`src/gfx_pkg.sv`:
```
package gfx_pkg;

  // frame geometry
  localparam int coord_w   = 6;
  localparam int frame_dim = 64;
  localparam int addr_w    = 12;

  // arbiter master slots
  localparam int n_masters = 3;
  localparam int mst_line  = 0;
  localparam int mst_fill  = 1;
  localparam int mst_host  = 2;

  typedef logic [$clog2(n_masters)-1:0] mst_idx_t;

  // top byte always zero, then r, g, b
  typedef logic [31:0] pixel_t;

  typedef struct packed {
    logic [coord_w-1:0] x;
    logic [coord_w-1:0] y;
  } point_t;

  typedef struct packed {
    point_t      p0;
    point_t      p1;
    logic [23:0] color;
  } draw_cmd_t;

  // master to slave
  typedef struct packed {
    logic              cyc;
    logic              stb;
    logic              we;
    logic [addr_w-1:0] adr;
    pixel_t            dat_w;
  } wb_req_t;

  // slave to master
  typedef struct packed {
    logic   ack;
    pixel_t dat_r;
  } wb_rsp_t;

  // row-major, row * frame_dim + column
  function automatic logic [addr_w-1:0] pix_addr(input logic [coord_w-1:0] col,
                                                 input logic [coord_w-1:0] row);
    return {row, col};
  endfunction

  function automatic pixel_t color_word(input logic [23:0] rgb);
    return {8'h00, rgb};
  endfunction

endpackage

```
`src/wb_arbiter.sv`:
```
`timescale 1ns/1ps

module wb_arbiter (
  input  logic             clk,
  input  logic             rst,
  input  gfx_pkg::wb_req_t mst_req [gfx_pkg::n_masters],
  output gfx_pkg::wb_rsp_t mst_rsp [gfx_pkg::n_masters],
  output gfx_pkg::wb_req_t slv_req,
  input  gfx_pkg::wb_rsp_t slv_rsp
);
  import gfx_pkg::*;

  // grant keeps the last owner after release and serves as the rr pointer
  mst_idx_t grant;
  logic     grant_valid;
  mst_idx_t next_idx;
  logic     found;

  // first requester after the last owner
  always_comb begin
    int cand;
    found    = 1'b0;
    next_idx = grant;
    for (int k = 1; k <= n_masters; k++) begin
      cand = (int'(grant) + k) % n_masters;
      if (!found && mst_req[cand].cyc) begin
        found    = 1'b1;
        next_idx = mst_idx_t'(cand);
      end
    end
  end

  always_ff @(posedge clk) begin
    if (rst) begin
      grant_valid <= 1'b0;
      grant       <= mst_idx_t'(n_masters - 1);
    end else if (grant_valid) begin
      // owner ends its cycle, bus goes free for one clock
      if (!mst_req[grant].cyc) grant_valid <= 1'b0;
    end else if (found) begin
      grant       <= next_idx;
      grant_valid <= 1'b1;
    end
  end

  assign slv_req = grant_valid ? mst_req[grant] : '0;

  always_comb begin
    for (int i = 0; i < n_masters; i++) begin
      mst_rsp[i].ack   = slv_rsp.ack && grant_valid && (grant == mst_idx_t'(i));
      mst_rsp[i].dat_r = slv_rsp.dat_r;
    end
  end

  // an ack only reaches the owner, and only while it holds its cycle
  for (genvar g = 0; g < n_masters; g++) begin : g_ack_chk
    assert property (@(posedge clk) disable iff (rst)
      mst_rsp[g].ack |-> (grant_valid && grant == mst_idx_t'(g) && mst_req[g].cyc));
  end

endmodule

```
`config.mk`:
```
export PLATFORM = sky130hd
export DESIGN_NAME = wb_arbiter
export DESIGN_NICKNAME = d
export VERILOG_FILES = /design/src/gfx_pkg.sv /design/src/wb_arbiter.sv
export SDC_FILE = /design/constraint.sdc
export NUM_CORES = 1
export LEC_CHECK = 0
export CORE_AREA = 2 2 126 128
export CTS_BUF_LIST = sky130_fd_sc_hd__clkbuf_4 sky130_fd_sc_hd__clkbuf_8
export DETAILED_ROUTE_END_ITERATION = 6
export DIE_AREA = 0 0 128 130
export DONT_BUFFER_PORTS = 1
export SYNTH_ARGS = -nofsm -noshare
export SYNTH_HDL_FRONTEND = slang
export SYNTH_SLANG_ARGS = --single-unit
```
`constraint.sdc`:
```
create_clock -name clk -period 3.8 [get_ports clk]
set_clock_uncertainty 0.15 [all_clocks]
set_input_delay 0.19 -clock clk [delete_from_list [all_inputs] [get_ports clk]]
set_output_delay 0.19 -clock clk [all_outputs]
set_load 0.1 [all_outputs]
```
==> results.toml <==
[synth]
netlist_area_sq_um = 2248
synthAdderAreaFrac_pct = 2.782
synth_area_leader_cell = "buf_4"
synthesis.nets = 533
synthMuxAreaShare_pct = 23.43
synth_flop_cell = "dfxtp_1"
synth-seq-cells = 3
synthCells = 352
yosys.area_share.simple_pct = 19.70
ys_types = 28
synth_top_area_share_pct = 32.05
synthXorXnorAreaFrac_pct = 0
yosys-top-cells-count = "buf_4 (96), nor2_1 (96), mux2i_1 (50), a21oi_1 (49), clkbuf_1 (17)"
avgSynthCellArea_sq_um = 6.388
synth_top_family_by_area = "buffers and inverters"
ys_warn_count = 0
synth_area_leaders = "buf_4 (32%), mux2i_1 (22%), nor2_1 (16%), a21oi_1 (11%), clkbuf_1 (2.8%)"
synth.yosys.seq_area_share_pct = 2.671
synth_compound_area_share_pct = 14.36
synth-edff-count = 0
synthArstFlopShare_pct = 0

[final_layout]
drive_gt1_share_pct = 37.72
syn2layout_area_growth_pct = -0.5567
register_area_sq_um = 65.06
multi_input_area_sq_um = 1478
fillers = 1786
antenna_cells = 0
layout.nets = 471

[setup_path]
timing.critical_path.to_type = "output pin"
startpoint_type = "flop"
critPathTopFamily = "buffers and inverters"
critPathRequiredTime_ps = 3460
worst-path-buf-inv = 3
critPathMaxStageDelay_ps = 610
crit_fanout = 25
critPathMostFrequentCell = "buf_4"
critPathArrivalTime_ps = 2520
criticalPathCategory = "flop to output pin"
crit_chain = "inv_1 > nor2_4 > buf_4 > a21oi_1 > nor2_2 > buf_4"
reg2reg_depth = 6
cp.depth = 6
slowest_stage = "dfxtp_2"

[global_routing]
grt_overflow_total = 0
track_usage_pct = 7.410
first_global_vias = 1797
grt_max_degree = 29
antenna_found_initial = 0
grt_pass1_wl_mm = 9.549

[sta]
max_slew_margin_pct = 35.31
final-hold-violation-count = 0
finalCritPeriodShare_pct = 75.39
setup_viol = 0
setup_tns_ps = 0
worst_pin_slew_ps = 973.8
rsz0062_at_grt = "false"
fmax_mhz = 349.1
timing.final.crit_period_ps = 2865
slew_viol_final = 0

[route]
drc = 0
ant_nets = 0
via_per_inst = 4.042
routed_wl_mm = 7.249
first_pass_iters = 4
wl_per_cell_um = 15.07
dr_total_vias = 1944
drt_iter0_markers = 51

[flow_run]
maxCapViolations = 0

[cts]
cts_made_buffers = 3
clk_pin_slew_ps = 30
h-tree-depth = 1
clock-sinks = 3
clk-insertion-delay-late_ps = 220
root_buffer = "clkbuf_8"
ctsLongestPathBuffers = 2
cts_tree = "built"
cts_resized = 0

[power]
switching_share_pct = 73.45
p_leak_uw = 0.0008637
power_frac_seq_pct = 5.1
netSwitchingPower_uw = 1998
power.internal_uw = 722.0
cellPowerDensity_nw_per_um2 = 1216
pwr-share-comb_pct = 91.2
clkPwrFrac_pct = 3.7
vdd_drop_max_v = 0.0003076
p_total_uw = 2720

[placed_design]
routabilityCongestion = 0.7256
portBuffers = 0
hpwl_mm = 6.041

[min_path]
whs_path_depth = 0
min_path_type = "input pin to output pin"

[floorplan]
dieWidth_um = 128
chipHeight_um = 130
rows = 46
io_pins = 322
die_area_sq_um = 16640
initial_core_util_pct = 14.58
core_area_sq_um = 15420

[run_status]
status = "complete, no violations"
-- cell type report --
type | instances | area share (%)
Clock buffer | 4 | 2.182
Tap cell | 192 | 10.74
Timing Repair Buffer | 51 | 17.24
Multi-Input combinational cell | 226 | 66.09
Inverter | 5 | 0.8394
Sequential cell | 3 | 2.910
-- placed cells by master, fill, tap and decap left out, drive strengths merged, types with 3 or more instances in the layout --
master	instances
nor2	96
mux2i	50
buf	50
a21oi	49
o21ai	5
ha	5
inv	5
and3	4
clkbuf	4
nand2	3
dfxtp	3
-- power by group through the flow --
stage / logic (uW) / clock network (uW) / registers, uW
after detailed placement: 2490 / 0 / 141
final: 2480 / 101 / 138
after CTS: 2500 / 103 / 141
after global routing: 2610 / 106 / 152
after floorplan: 2510 / 0 / 61.2
after global placement: 2480 / 0 / 140
-- cell families (layout without fill, tap and decap cells) --
family | count (synthesis) | in the layout
muxes | 52 | 52
buffers and inverters | 123 | 60
adders and majority gates | 5 | 5
DFF | 3 | 3
and+or+nand+nor | 110 | 110
AOI/OAI and AO/OA | 59 | 59
-- routing by layer --
| metal | track usage [%] | share of wire, % | vias up | wire (um) |
|---|---|---|---|---|
| met3 | 1.845 | 9.4 | 29 | 685 |
| met1 | 7.806 | 36 | 836 | 2587 |
| li1 | - | - | 939 | - |
| met4 | 4.396 | 4.1 | 0 | 294 |
| met2 | 13.43 | 51 | 140 | 3682 |
| met5 | 0 | 0 | - | 0 |
-- worst reg2reg max path: stages, from the launching register on --
cell,delay (ps)
dfxtp_4,620
inv_1,220
ha_1,370
a22o_1,270
a221o_1,410
mux2_4,310
a221o_1,330
-- flip-flops by register name (all words and copies together) (netlist names) --
| register | cells |
|---|---|
| grant_valid | 1 |
| grant | 2 |
-- path summary, 6_finish.rpt --
kind	endpoint	start	slack, ps
max	slv_req[40]	grant[1]	940
min	mst_rsp[68]	slv_rsp[2]	230
max reg2reg	grant[1]	grant[0]	990
min reg2reg	grant[0]	grant_valid	450
-- what timing repair did --
action	CTS	global route
hold buffers	1	0
buffers inserted	0	0
endpoints found under the hold margin	3	0
-- through the flow --
step	instance area (sq um)	util, %	instances	worst slack (ps)	hold slack (ps)
after floorplan	2248	-	352	936.3	109.1
after global placement	2177	14.11	476	1039	112.1
after detailed placement	2177	14.11	476	994.9	111.2
after CTS	2236	14.50	481	910.5	219.5
after global routing	2236	14.50	481	687.5	230.3
final	2236	14.50	481	935.2	230.0
(Power assumes the default switching activity.)
