--- src/gfx_pkg.sv ---
package gfx_pkg;

  // frame geometry
  localparam int coord_w   = 6;
  localparam int frame_dim = 64;
  localparam int addr_w    = 12;

  // arbiter master slots
  localparam int n_masters = 3;
  localparam int mst_line  = 0;
  localparam int mst_fill  = 1;
  localparam int mst_host  = 2;

  typedef logic [$clog2(n_masters)-1:0] mst_idx_t;

  // top byte always zero, then r, g, b
  typedef logic [31:0] pixel_t;

  typedef struct packed {
    logic [coord_w-1:0] x;
    logic [coord_w-1:0] y;
  } point_t;

  typedef struct packed {
    point_t      p0;
    point_t      p1;
    logic [23:0] color;
  } draw_cmd_t;

  // master to slave
  typedef struct packed {
    logic              cyc;
    logic              stb;
    logic              we;
    logic [addr_w-1:0] adr;
    pixel_t            dat_w;
  } wb_req_t;

  // slave to master
  typedef struct packed {
    logic   ack;
    pixel_t dat_r;
  } wb_rsp_t;

  // row-major, row * frame_dim + column
  function automatic logic [addr_w-1:0] pix_addr(input logic [coord_w-1:0] col,
                                                 input logic [coord_w-1:0] row);
    return {row, col};
  endfunction

  function automatic pixel_t color_word(input logic [23:0] rgb);
    return {8'h00, rgb};
  endfunction

endpackage

--- src/line_engine.sv ---
`timescale 1ns/1ps

module line_engine (
  input  logic               clk,
  input  logic               rst,
  input  gfx_pkg::draw_cmd_t cmd,
  input  logic               cmd_valid,
  output logic               cmd_ready,
  output gfx_pkg::wb_req_t   wb_req,
  input  gfx_pkg::wb_rsp_t   wb_rsp
);
  import gfx_pkg::*;

  typedef enum logic [2:0] {
    st_idle,
    st_setup,
    st_plot,
    st_wait_ack,
    st_step
  } state_t;

  state_t    state;
  draw_cmd_t cmd_q;

  // running state, in the swapped frame for steep lines
  logic [coord_w-1:0]        x;
  logic [coord_w-1:0]        y;
  logic [coord_w-1:0]        x_end;
  logic [coord_w-1:0]        dx;
  logic [coord_w-1:0]        dy_abs;
  logic signed [coord_w+1:0] err;
  logic signed [coord_w+1:0] err_dec;
  logic                      steep;
  logic                      y_up;

  // setup math on the latched command
  logic [coord_w-1:0] adx;
  logic [coord_w-1:0] ady;
  logic               steep_c;
  logic [coord_w-1:0] px0, py0, px1, py1;
  logic               order_swap;
  logic [coord_w-1:0] sx0, sy0, sx1, sy1;
  logic               busy;

  assign adx = (cmd_q.p1.x > cmd_q.p0.x) ? cmd_q.p1.x - cmd_q.p0.x
                                         : cmd_q.p0.x - cmd_q.p1.x;
  assign ady = (cmd_q.p1.y > cmd_q.p0.y) ? cmd_q.p1.y - cmd_q.p0.y
                                         : cmd_q.p0.y - cmd_q.p1.y;
  assign steep_c = ady > adx;

  // steep lines walk along y, so trade the axes
  assign px0 = steep_c ? cmd_q.p0.y : cmd_q.p0.x;
  assign py0 = steep_c ? cmd_q.p0.x : cmd_q.p0.y;
  assign px1 = steep_c ? cmd_q.p1.y : cmd_q.p1.x;
  assign py1 = steep_c ? cmd_q.p1.x : cmd_q.p1.y;

  // always draw with increasing x
  assign order_swap = px0 > px1;
  assign sx0 = order_swap ? px1 : px0;
  assign sy0 = order_swap ? py1 : py0;
  assign sx1 = order_swap ? px0 : px1;
  assign sy1 = order_swap ? py0 : py1;

  assign err_dec = err - $signed({2'b00, dy_abs});

  always_ff @(posedge clk) begin
    if (rst) begin
      state <= st_idle;
    end else begin
      case (state)
        st_idle:     if (cmd_valid) state <= st_setup;
        st_setup:    state <= st_plot;
        st_plot:     state <= st_wait_ack;
        st_wait_ack: if (wb_rsp.ack) state <= st_step;
        st_step:     state <= (x == x_end) ? st_idle : st_plot;
        default:     state <= st_idle;
      endcase
    end
  end

  always_ff @(posedge clk) begin
    if (state == st_idle && cmd_valid) begin
      cmd_q <= cmd;
    end
    if (state == st_setup) begin
      steep  <= steep_c;
      x      <= sx0;
      y      <= sy0;
      x_end  <= sx1;
      dx     <= steep_c ? ady : adx;
      dy_abs <= steep_c ? adx : ady;
      y_up   <= sy1 > sy0;
      // error starts at half of dx
      err    <= $signed({2'b00, (steep_c ? ady : adx) >> 1});
    end
    if (state == st_step && x != x_end) begin
      x <= x + 1'b1;
      if (err_dec < 0) begin
        y   <= y_up ? y + 1'b1 : y - 1'b1;
        err <= err_dec + $signed({2'b00, dx});
      end else begin
        err <= err_dec;
      end
    end
  end

  assign cmd_ready = (state == st_idle);

  // one write cycle per pixel, cyc dropped in step
  assign busy = (state == st_plot) || (state == st_wait_ack);

  always_comb begin
    wb_req.cyc   = busy;
    wb_req.stb   = busy;
    wb_req.we    = 1'b1;
    wb_req.adr   = steep ? pix_addr(y, x) : pix_addr(x, y);
    wb_req.dat_w = color_word(cmd_q.color);
  end

  // x walks up to the end point and stops there
  assert property (@(posedge clk) disable iff (rst)
    (state inside {st_plot, st_wait_ack, st_step}) |-> (x <= x_end));

endmodule

--- config.mk ---
export PLATFORM = sky130hd
export DESIGN_NAME = line_engine
export DESIGN_NICKNAME = d
export VERILOG_FILES = /design/src/gfx_pkg.sv /design/src/line_engine.sv
export SDC_FILE = /design/constraint.sdc
export NUM_CORES = 1
export LEC_CHECK = 0
export ABC_AREA = 1
export BUFFER_PORTS_ARGS = -buffer_cell sky130_fd_sc_hd__clkbuf_2
export CAP_MARGIN = 0
export CORE_MARGIN = 2
export CORE_UTILIZATION = 55
export DETAILED_ROUTE_END_ITERATION = 8
export GPL_TIMING_DRIVEN = 0
export PLACE_DENSITY_LB_ADDON = 0.15
export SKIP_LAST_GASP = 1
export SYNTH_ARGS = -nofsm -noshare
export SYNTH_HDL_FRONTEND = slang
export SYNTH_SLANG_ARGS = --single-unit
export TNS_END_PERCENT = 1
--- constraint.sdc ---
create_clock -name clk -period 5.45 [get_ports clk]
set_input_delay 0.8175 -clock clk [delete_from_list [all_inputs] [get_ports clk]]
set_output_delay 0.8175 -clock clk [all_outputs]
set_load 0.02 [all_outputs]
==> results.yml <==
clock_tree:
  path_clk_slew_ns: 0.07
  root_buffer: "clkbuf_16"
  htreeDepth: 3
  clockBufferDepth: 2
  cts_buffers: 9
  clock_sinks: 91
  clock_latency_ns: 0.35
  tritoncts: "built"
critical_path:
  worst_path_most_repeated_cell: "nand2_1"
  cpPeakStageDelay_ns: 0.41
  reg2reg_depth: 37
  path_class: "reg2reg"
  worstPathMaxFanout: 7
  crit_slowest_cell: "edfxtp_1"
  cp-end-kind: "flip-flop"
  worst_ep_required_time_ns: 5.56
  worst_ep_arrival_time_ns: 5.36
  startpoint_type: "flip-flop"
floorplanning:
  num_io_pins: 132
  dieArea_mm2: 0.0130
  start_util: 0.561
  die_h_um: 114
  chipWidth_um: 114
  fp.coreArea_mm2: 0.0119
  fp-row-count: 40
logic_synthesis:
  synth_cells: 797
  synth_area_mm2: 0.00668
  yosysTopAreaCell: "edfxtp_1"
  synth_cell_type_count: 41
  synth_enable_flop_cells: 82
  async_reset_ff_frac: 0
  avgSynthCellArea_um2: 8.38
  ys_seq_area_frac: 0.396
  ys_top_cells_by_count: "nand2_1, inv_1, edfxtp_1"
  ys_seq_elements: 91
  synth_most_common_cell: "nand2_1"
  ys_warn_count: 0
  synth_top_flop_cell: "edfxtp_1"
  synth_area_leaders: "edfxtp_1, nand2_1, ha_1, inv_1, buf_4"
  synth_top_area_frac: 0.369
drt:
  drt.antenna.violating_nets: 0
  drt-wirelength-per-cell_um: 14.3
  post-route-drc-count: 0
  finalWirelength_mm: 15.6
  vias_per_cell: 5.09
  first_pass_iters: 4
  drt_first_iter_violations: 286
  vias: 5555
finish:
  n_antenna_cell: 0
  area_growth_pct: 22.3
  fin_nets: 1088
  instances_no_fill: 1092
  drive_gt1_frac: 0.293
global_routing:
  overflow: 0
  grt_max_degree: 20
  grt_pass1_wl_mm: 24.3
  grt_pass1_vias: 5170
  grt_util_all_layers: 0.237
  antenna_found_initial: 0
run_status:
  status: "finished, final reports clean"
worst_hold_path:
  hold_depth: 3
  hp-class: "reg2reg"
timing:
  finalClockSkew_ns: 0.00824
  period_share: 0.963
  setup_viol: 0
  maxSlewViolCount: 0
  final_period_minus_worst_setup_slack_ns: 5.25
  tightestPinTransition_ns: 0.654
  hold_viol_final: 0
  max_freq_ghz: 0.191
  timing.slew.headroom: 0.562
place:
  placed_cells: 1045
  portBuffers: 90
  dp_hpwl_mm: 12.1
  place_congestion: 0.951
flow_run:
  cap_violations: 0
==> routing by layer <==
layer	share of wire	GRT usage	vias up	routed length [um]
met3	0.048	0.0524	27	751
met4	0.029	0.0878	0	459
met1	0.44	0.304	2540	6910
met5	0	0	-	0
li1	-	-	2840	-
met2	0.48	0.396	148	7520
==> path summary, 6_finish.rpt <==
path | slack (ns) | start | end
max | 0.20 | cmd_q[24] | y_up
min | 0.60 | y[0] | y[0]
max reg2reg | 0.20 | cmd_q[24] | y_up
min reg2reg | 0.60 | y[0] | y[0]
==> per-stage QoR <==
stage	setup TNS [ns]	hold WS, ns	setup slack, ns	util	cell area (um2)
floorplan	0	0.518	0.579	-	6710
global placement	-12.65	0.570	-0.265	0.616	7340
detailed placement	-0.183	0.587	-0.183	0.622	7410
CTS	0	0.605	0.0216	0.650	7750
global route	-0.113	0.623	-0.113	0.686	8170
finish	0	0.600	0.202	0.686	8170
==> critical path, delay by kind of cell, from the launching register on <==
kind / cells / cell delay (ns)
buf+inv: 9 / 0.92
simple gates: 18 / 1.63
compound gates: 4 / 0.53
xor+xnor: 1 / 0.13
fa+ha+maj: 5 / 1.38
flops: 1 / 0.41
==> cell families after synthesis <==
kind of cell               Yosys count  share of synthesized area
AOI/OAI and AO/OA                  100                     0.0888
xor gates and xnor gates            30                     0.0393
adders and majority gates           64                      0.128
buffers and inverters              162                      0.121
DFF                                 91                      0.396
other                                2                    0.00112
and+or+nand+nor                    348                      0.227
==> sequential cells by signal (all words and copies together) (netlist names), 6 cells and up <==
signal and cells:
cmd_q 24, dx 6, y 6, err 8, x 6, wb_req 24
x_end 6, dy_abs 6
==> final cells by class <==
class,instances,area [um2]
clock inverters,7,71.3
inverters,108,410
clock buffers,9,225
fillers,982,3740
multi-input cells,551,3460
plain buffers,54,425
well taps,147,184
flip-flops and latches,91,2640
repair buffers,125,758
==> layout by cell type, fill, tap and decap left out, drive strengths merged, types with 2 or more instances in the layout <==
cell type,instances
xor2,22
inv,113
xnor2,8
nor2,27
ha,57
fa,7
nand3,53
clkinv,2
a31oi,4
and2,10
or2,4
o21a,2
a21oi,34
clkbuf,102
o21ai,52
edfxtp,82
conb,9
nand2,241
o211ai,6
nand4,6
buf,86
nor3,5
dfxtp,9
==> what timing repair did <==
action | 4_1_cts | 5_1_grt
cloned | 0 | 1
hold buffers | 0 | 0
hold endpoints to repair | 0 | 0
gates resized for setup | 7 | 50
endpoints found under the setup margin | 1 | 1
pin swaps | 0 | 21
setup buffers | 2 | 28
Power is left out: the tool's default activity adds up to more than one toggle a clock period on the data nets, which glitch-free logic cannot reach.
