### src/gfx_pkg.sv
package gfx_pkg;

  // frame geometry
  localparam int coord_w   = 6;
  localparam int frame_dim = 64;
  localparam int addr_w    = 12;

  // arbiter master slots
  localparam int n_masters = 3;
  localparam int mst_line  = 0;
  localparam int mst_fill  = 1;
  localparam int mst_host  = 2;

  typedef logic [$clog2(n_masters)-1:0] mst_idx_t;

  // top byte always zero, then r, g, b
  typedef logic [31:0] pixel_t;

  typedef struct packed {
    logic [coord_w-1:0] x;
    logic [coord_w-1:0] y;
  } point_t;

  typedef struct packed {
    point_t      p0;
    point_t      p1;
    logic [23:0] color;
  } draw_cmd_t;

  // master to slave
  typedef struct packed {
    logic              cyc;
    logic              stb;
    logic              we;
    logic [addr_w-1:0] adr;
    pixel_t            dat_w;
  } wb_req_t;

  // slave to master
  typedef struct packed {
    logic   ack;
    pixel_t dat_r;
  } wb_rsp_t;

  // row-major, row * frame_dim + column
  function automatic logic [addr_w-1:0] pix_addr(input logic [coord_w-1:0] col,
                                                 input logic [coord_w-1:0] row);
    return {row, col};
  endfunction

  function automatic pixel_t color_word(input logic [23:0] rgb);
    return {8'h00, rgb};
  endfunction

endpackage

### src/rect_fill_engine.sv
`timescale 1ns/1ps

module rect_fill_engine (
  input  logic               clk,
  input  logic               rst,
  input  gfx_pkg::draw_cmd_t cmd,
  input  logic               cmd_valid,
  output logic               cmd_ready,
  output gfx_pkg::wb_req_t   wb_req,
  input  gfx_pkg::wb_rsp_t   wb_rsp
);
  import gfx_pkg::*;

  typedef enum logic [1:0] {
    st_idle,
    st_plot,
    st_wait_ack,
    st_step
  } state_t;

  state_t             state;
  logic [coord_w-1:0] x;
  logic [coord_w-1:0] y;
  logic [coord_w-1:0] x_min;
  logic [coord_w-1:0] x_max;
  logic [coord_w-1:0] y_max;
  pixel_t             color;
  logic               row_done;
  logic               busy;

  assign row_done = (x == x_max);

  always_ff @(posedge clk) begin
    if (rst) begin
      state <= st_idle;
    end else begin
      case (state)
        st_idle:     if (cmd_valid) state <= st_plot;
        st_plot:     state <= st_wait_ack;
        st_wait_ack: if (wb_rsp.ack) state <= st_step;
        st_step:     state <= (row_done && y == y_max) ? st_idle : st_plot;
        default:     state <= st_idle;
      endcase
    end
  end

  // corners may come in any order
  always_ff @(posedge clk) begin
    if (state == st_idle && cmd_valid) begin
      x_min <= (cmd.p0.x < cmd.p1.x) ? cmd.p0.x : cmd.p1.x;
      x     <= (cmd.p0.x < cmd.p1.x) ? cmd.p0.x : cmd.p1.x;
      x_max <= (cmd.p0.x < cmd.p1.x) ? cmd.p1.x : cmd.p0.x;
      y     <= (cmd.p0.y < cmd.p1.y) ? cmd.p0.y : cmd.p1.y;
      y_max <= (cmd.p0.y < cmd.p1.y) ? cmd.p1.y : cmd.p0.y;
      color <= color_word(cmd.color);
    end else if (state == st_step) begin
      if (!row_done) begin
        x <= x + 1'b1;
      end else if (y != y_max) begin
        // wrap to the start of the next row
        x <= x_min;
        y <= y + 1'b1;
      end
    end
  end

  assign cmd_ready = (state == st_idle);
  assign busy      = (state == st_plot) || (state == st_wait_ack);

  always_comb begin
    wb_req.cyc   = busy;
    wb_req.stb   = busy;
    wb_req.we    = 1'b1;
    wb_req.adr   = pix_addr(x, y);
    wb_req.dat_w = color;
  end

endmodule

### config.mk
export PLATFORM = sky130hd
export DESIGN_NAME = rect_fill_engine
export DESIGN_NICKNAME = d
export VERILOG_FILES = /design/src/gfx_pkg.sv /design/src/rect_fill_engine.sv
export SDC_FILE = /design/constraint.sdc
export NUM_CORES = 1
export LEC_CHECK = 0
export ABC_AREA = 1
export BUFFER_PORTS_ARGS = -buffer_cell sky130_fd_sc_hd__buf_2
export CAP_MARGIN = 30
export CORE_MARGIN = 2
export CORE_UTILIZATION = 35
export CTS_CLUSTER_DIAMETER = 100
export DETAILED_ROUTE_END_ITERATION = 6
export SLEW_MARGIN = 20
export SYNTH_ARGS = -nofsm -noshare
export SYNTH_HDL_FRONTEND = slang
export SYNTH_SLANG_ARGS = --single-unit
### constraint.sdc
create_clock -name clk -period 5.53 [get_ports clk]
set_input_delay 0.2765 -clock clk [delete_from_list [all_inputs] [get_ports clk]]
set_output_delay 0.2765 -clock clk [all_outputs]
set_load 0.1 [all_outputs]
==> results of run 1 <==
-- stage by stage --
step,setup slack (ns),power (mW)
final,3.02,2.14
after global routing,2.85,2.26
after CTS,3.00,2.16
after detailed placement,3.01,1.89
after global placement,2.80,1.87
after floorplan,2.69,1.72
-- where the power goes --
part / switching [mW] / total (mW) / internal [mW]
Clock: 0.130 / 0.265 / 0.135
Combinational: 0.965 / 1.18 / 0.213
Sequential: 0.0651 / 0.698 / 0.633
-- state kept, by name, indices dropped and copies added, names as in the netlist --
name and count:
y 6, state 2, color 24, y_max 6
x_min 6, x_max 6, x 6
-- per-layer routing --
metal | global-route usage [%] | part of all wire [%] | vias to the layer above
li1 | - | - | 1215
met1 | 16.3 | 48 | 1043
met2 | 20.6 | 45 | 78
met3 | 1.94 | 5.5 | 4
met4 | 4.17 | 1.1 | 0
met5 | 0 | 0 | -
-- cells by family after synthesis --
group                    Yosys count
adder cells (fa/ha/maj)           16
flip-flops                        56
AND/OR/NAND/NOR                  137
other                              2
buffers and inverters             64
AO/OA/AOI/OAI                     39
XOR/XNOR                           6
-- worst max-delay path by stage --
stage | depth (start not counted) | from | end
2_1_floorplan | 7 | state[0] | x[3]
3_3_place_gp | 6 | state[1] | y[5]
3_5_place_dp | 7 | state[1] | y[5]
4_1_cts | 7 | state[1] | y[1]
5_1_grt | 7 | state[1] | y[1]
6_report | 7 | state[0] | y[3]
-- cells in the final DEF, fill, tap and decap left out, types with 2 or more instances in the layout --
master,instances
a21boi_0,2
a21oi_1,4
buf_2,90
clkbuf_8,5
conb_1,9
dfxtp_1,2
edfxtp_1,54
ha_1,16
inv_1,47
inv_2,2
nand2_1,91
nand3_1,28
nor2_1,12
o211ai_1,5
o21a_1,6
o21ai_0,9
o21ai_2,8
xor2_1,6
-- area by class of cell --
type / count / area, um^2
fill: 848 / 4900
multi-input combinational: 207 / 1140
clock inverter: 2 / 35.0
timing repair buffer: 91 / 470
tap: 108 / 135
inverter: 49 / 184
sequential: 56 / 1660
clock buffer: 6 / 72.6
-- worst max-delay path, stage by stage (launching register included) --
cell,delay (ns)
dfxtp_1,0.35
inv_1,0.11
ha_1,0.21
nand2_1,0.24
inv_2,0.45
buf_12,0.27
a21oi_1,0.08
nor2_1,0.44
==> results.toml, run 1 <==
[synthesis]
yosys_warnings = 0
syn_inst = 320
synth-seq-area-share_pct = 54.2
synth_xor_xnor_area_share_pct = 1.71
synthMuxAreaShare_pct = 0
synth_top_area_share_pct = 52.9
synth_common_cells = "nand2_1, edfxtp_1, inv_1"
synthTopCellsByArea = "edfxtp_1, nand2_1, ha_1, inv_1, nand3_1"
synth-compound-area-share_pct = 9.22
async_flop_share_pct = 0
synthSimpleGateAreaFrac_pct = 18.5
yosysUniqueCellTypes = 30
synthFlopType = "edfxtp_1"
synthAdderAreaFrac_pct = 6.53
avgSynthCellArea_um2 = 9.59
synth-edff-count = 54
netlist_area_mm2 = 0.00307
synth_top_family_by_area = "simple AND/OR/NAND/NOR gates"
yosysMostFrequentCell = "nand2_1"
synth_seq_cells = 56
synth_area_leader_cell = "edfxtp_1"

[die]
num_rows = 34
core_area_mm2 = 0.00859
die_w_um = 97.6
die_area_mm2 = 0.00953
io_pins = 132
start_util_pct = 35.7
die_h_um = 97.6

[placed_design]
io_buffers = 90
place.gp.congestion = 0.756
dp_cells = 511
dp_hpwl_um = 4620
dpl_cell_area_mm2 = 0.00359

[global_routing]
overflow = 0
grt_max_degree = 36
antenna_found_initial = 0
grt_pass1_vias = 2160
grt_usage_pct = 12.3
grt_pass1_wl_um = 9690

[worst_setup_path]
worstPathRequired_ns = 5.48
worstPathMaxFanout = 35
rr_startpoint = "state[0]"
timing.rr.end = "y[3]"
cp-end-kind = "flop"
r2r_cells = 7
critPathArrivalTime_ns = 2.46
rrSetupSlack_ns = 3.02
cp-start-kind = "flop"
crit_type = "flop to flop"

[hold_path]
worstHoldEndpoint = "state[0]"
hold_depth = 2
min_from = "rst"
holdCritPathClass = "input pin to flop"

[cells_and_area]
fin_area_mm2 = 0.00370
nNetsFinal = 510
syn2layout_area_growth_pct = 20.5
fin_util_pct = 43.0
drive_gt1_share_pct = 27.5
finalNonFillerCells = 519
n_antenna_cell = 0

[sta]
slew_violations = 0
worst_slew_pin_slew_ns = 0.551
relSlewSlack_pct = 63.1
finalHoldViolCount = 0
setup_viol = 0
grt_setup_unrepaired = "no"
max_freq_mhz = 398
finalSetupTns_ns = 0
fin_crit_ns = 2.51
layout_worst_path_cycle_share_pct = 45.4
skew_ns = 0.00691
whs_ns = 0.132

[power]
p_leak_nw = 1.77
ir_drop_v = 0.000736
p_per_area_mw_per_mm2 = 579

[run]
drv_cap = 0

[route]
vias = 2340
drtAntennaViolNets = 0
dr.pass1.iters = 4
viasPerCell = 4.51
drc = 0
initialDrtViolationCount = 83
wl_um = 5870
wl_per_cell_um = 11.3

[clock_network]
cts_made_buffers = 5
clock_sinks = 56
clockRootBuffer = "clkbuf_8"
cts_htree_levels = 2
cts_tree = "done"
clkLatencyLatePin_ns = 0.30
clockBufferDepth = 2
hold_buffers = 0
postCtsResizedCells = 0
cts_setup_buffers = 0
clk_pin_slew_worst_paths_ns = 0.10

[outcome]
status = "finished clean"
Power figures use the tool's default switching activity.
==> run 2, diff against run 1 <==
--- a/config.mk
+++ b/config.mk
@@ -5,13 +5,14 @@
 export SDC_FILE = /design/constraint.sdc
 export NUM_CORES = 1
 export LEC_CHECK = 0
-export ABC_AREA = 1
+export ABC_AREA = 0
 export BUFFER_PORTS_ARGS = -buffer_cell sky130_fd_sc_hd__buf_2
 export CAP_MARGIN = 30
 export CORE_MARGIN = 2
 export CORE_UTILIZATION = 35
 export CTS_CLUSTER_DIAMETER = 100
 export DETAILED_ROUTE_END_ITERATION = 6
+export PLACE_DENSITY = 0.65
 export SLEW_MARGIN = 20
 export SYNTH_ARGS = -nofsm -noshare
 export SYNTH_HDL_FRONTEND = slang
==> constraint.sdc (replaced) <==
create_clock -name clk -period 2.3 [get_ports clk]
set_input_delay 0.115 -clock clk [delete_from_list [all_inputs] [get_ports clk]]
set_output_delay 0.115 -clock clk [all_outputs]
set_load 0.1 [all_outputs]
==> results.toml, run 2 <==
[synthesis]
async_flop_share_pct = 0
synth-edff-count = 54
synth_top_area_share_pct = 56.8
synth_common_cells = "edfxtp_1, ha_1, nand2_1"
synth_top_family_by_area = "multiplexers"
avgSynthCellArea_um2 = 12.6
yosysUniqueCellTypes = 34
synth_seq_cells = 56
netlist_area_mm2 = 0.00286
synthFlopType = "edfxtp_1"
syn_inst = 226
synthAdderAreaFrac_pct = 7.01
synth-compound-area-share_pct = 7.58
synthTopCellsByArea = "edfxtp_1, ha_1, mux2_2, xnor2_1, buf_4"
synthMuxAreaShare_pct = 7.93
synth-seq-area-share_pct = 58.2
yosys_warnings = 0
synth_area_leader_cell = "edfxtp_1"
yosysMostFrequentCell = "edfxtp_1"
synth_xor_xnor_area_share_pct = 6.13
synthSimpleGateAreaFrac_pct = 7.14

[global_routing]
antenna_found_initial = 0
grt_usage_pct = 12.1
grt_max_degree = 58
overflow = 0
grt_pass1_wl_um = 8450
grt_pass1_vias = 1865

[route]
wl_um = 5550
drc = 0
viasPerCell = 4.53
vias = 2019
wl_per_cell_um = 12.5
drtAntennaViolNets = 0
dr.pass1.iters = 4
initialDrtViolationCount = 46

[sta]
layout_worst_path_cycle_share_pct = 85.7
finalSetupTns_ns = 0
relSlewSlack_pct = 58.9
max_freq_mhz = 508
grt_setup_unrepaired = "no"
fin_crit_ns = 1.97
worst_slew_pin_slew_ns = 0.616
skew_ns = 0.00690
setup_viol = 0
finalHoldViolCount = 0
slew_violations = 0

[cells_and_area]
drive_gt1_share_pct = 34.6
finalNonFillerCells = 446
n_antenna_cell = 0
syn2layout_area_growth_pct = 31.6
largest_reg_flops = 24
final_cell_mix = "buf_2, edfxtp_1, dlygate4sd3_1"
layout_commonest_cell = "buf_2"
regMostFlops = "color"
fin_area_mm2 = 0.00376
fin_util_pct = 48.1
nNetsFinal = 443

[run]
drv_cap = 0

[power]
ir_drop_v = 0.00161
clkPwrFrac_pct = 11.5
switchingPower_mw = 3.01
p_comb_share_pct = 56.4
p_per_area_mw_per_mm2 = 1480
p_sw_share_pct = 54.2
p_total_mw = 5.55
p_leak_nw = 1.61
p_seq_share_pct = 32.1
internal-power_mw = 2.54

[hold_path]
holdCritPathClass = "input pin to flop"

[die]
die_area_mm2 = 0.00890
die_w_um = 94.3
start_util_pct = 36.6
num_rows = 32
core_area_mm2 = 0.00781
io_pins = 132
die_h_um = 94.3

[placed_design]
dp_hpwl_um = 4040
place.gp.congestion = 0.743
dp_cells = 413
dpl_cell_area_mm2 = 0.00340
io_buffers = 90

[clock_network]
clock_sinks = 56
clkLatencyLatePin_ns = 0.31
postCtsResizedCells = 0
cts_tree = "done"
cts_htree_levels = 2
cts_made_buffers = 5
clockBufferDepth = 2
clockRootBuffer = "clkbuf_8"
clk_pin_slew_worst_paths_ns = 0.09

[worst_setup_path]
cp-end-kind = "flop"
path_cells = "xor2_1 -> nor4_1 -> nand3_1 -> o21ai_1 -> nand2_1"
max_stage_delay_ns = 0.49
slowest_stage = "edfxtp_1"
critPathArrivalTime_ns = 1.98
worstPathMaxFanout = 6
cp-start-kind = "flop"
crit_type = "flop to flop"
rrSetupSlack_ns = 0.33
worstPathRequired_ns = 2.31

[outcome]
status = "finished clean"
run 2: changes by cell type after synthesis, sizes merged, moves of 8 or more:
cell / before / now
nand3: 28 / 8
inv: 49 / 14
xnor2: 0 / 14
mux2i: 0 / 8
mux2: 0 / 13
nand2: 93 / 15
run 2: path summary, 6_finish.rpt:
| path | start | to | depth (start not counted) |
|---|---|---|---|
| max | y[2] | x[5] | 5 |
| min | cmd[44] | x_max[2] | 3 |
| max reg2reg | y[2] | x[5] | 5 |
| min reg2reg | state[0] | state[0] | 2 |
run 2: cells by family after synthesis:
group | count (synthesis)
flip-flops | 56
AND/OR/NAND/NOR | 46
AO/OA/AOI/OAI | 34
buffers and inverters | 31
multiplexers | 21
XOR/XNOR | 20
adder cells (fa/ha/maj) | 16
other | 2
run 2: what timing repair did:
action | in CTS | in global routing
hold buffers | 25 | 0
hold endpoints to repair | 26 | 0
buffers inserted | 0 | 0
run 2: metrics by stage:
step / setup WS (ns) / hold slack (ns)
2_1_floorplan: 0.0575 / 0.187
3_3_place_gp: 0.274 / 0.293
3_5_place_dp: 0.243 / 0.294
4_1_cts: 0.335 / 0.108
5_1_grt: 0.193 / 0.118
6_report: 0.330 / 0.113
run 2: worst max-delay path, delay by kind of cell, from the launching register on:
kind	cells	cell delay (ns)
and+or+nand+nor	3	0.78
DFF	1	0.49
AOI/OAI and AO/OA	1	0.22
xor gates and xnor gates	1	0.18
run 2: layout make-up:
class                           instances  area (um^2)
Timing Repair Buffer                  119          743
Inverter                               15         56.3
Sequential cell                        56         1660
Tap cell                              102          128
Clock buffer                            5         68.8
Fill cell                             706         4050
Multi-Input combinational cell        146         1060
Clock inverter                          3         42.5
run 2: power by group through the flow:
stage / clock network [mW] / logic [mW] / registers (mW)
2_1_floorplan: 0 / 1.29 / 3.18
3_5_place_dp: 0 / 3.11 / 1.82
4_1_cts: 0.652 / 3.15 / 1.79
6_report: 0.639 / 3.13 / 1.78
5_1_grt: 0.687 / 3.29 / 1.83
3_3_place_gp: 0 / 3.08 / 1.80
run 2: layer usage:
metal | GRT usage [%] | share of wire [%] | vias to the layer above
li1 | - | - | 1022
met1 | 14.4 | 43 | 934
met2 | 21.7 | 51 | 58
met3 | 2.15 | 5.0 | 5
met4 | 4.35 | 1.3 | 0
met5 | 0 | 0 | -
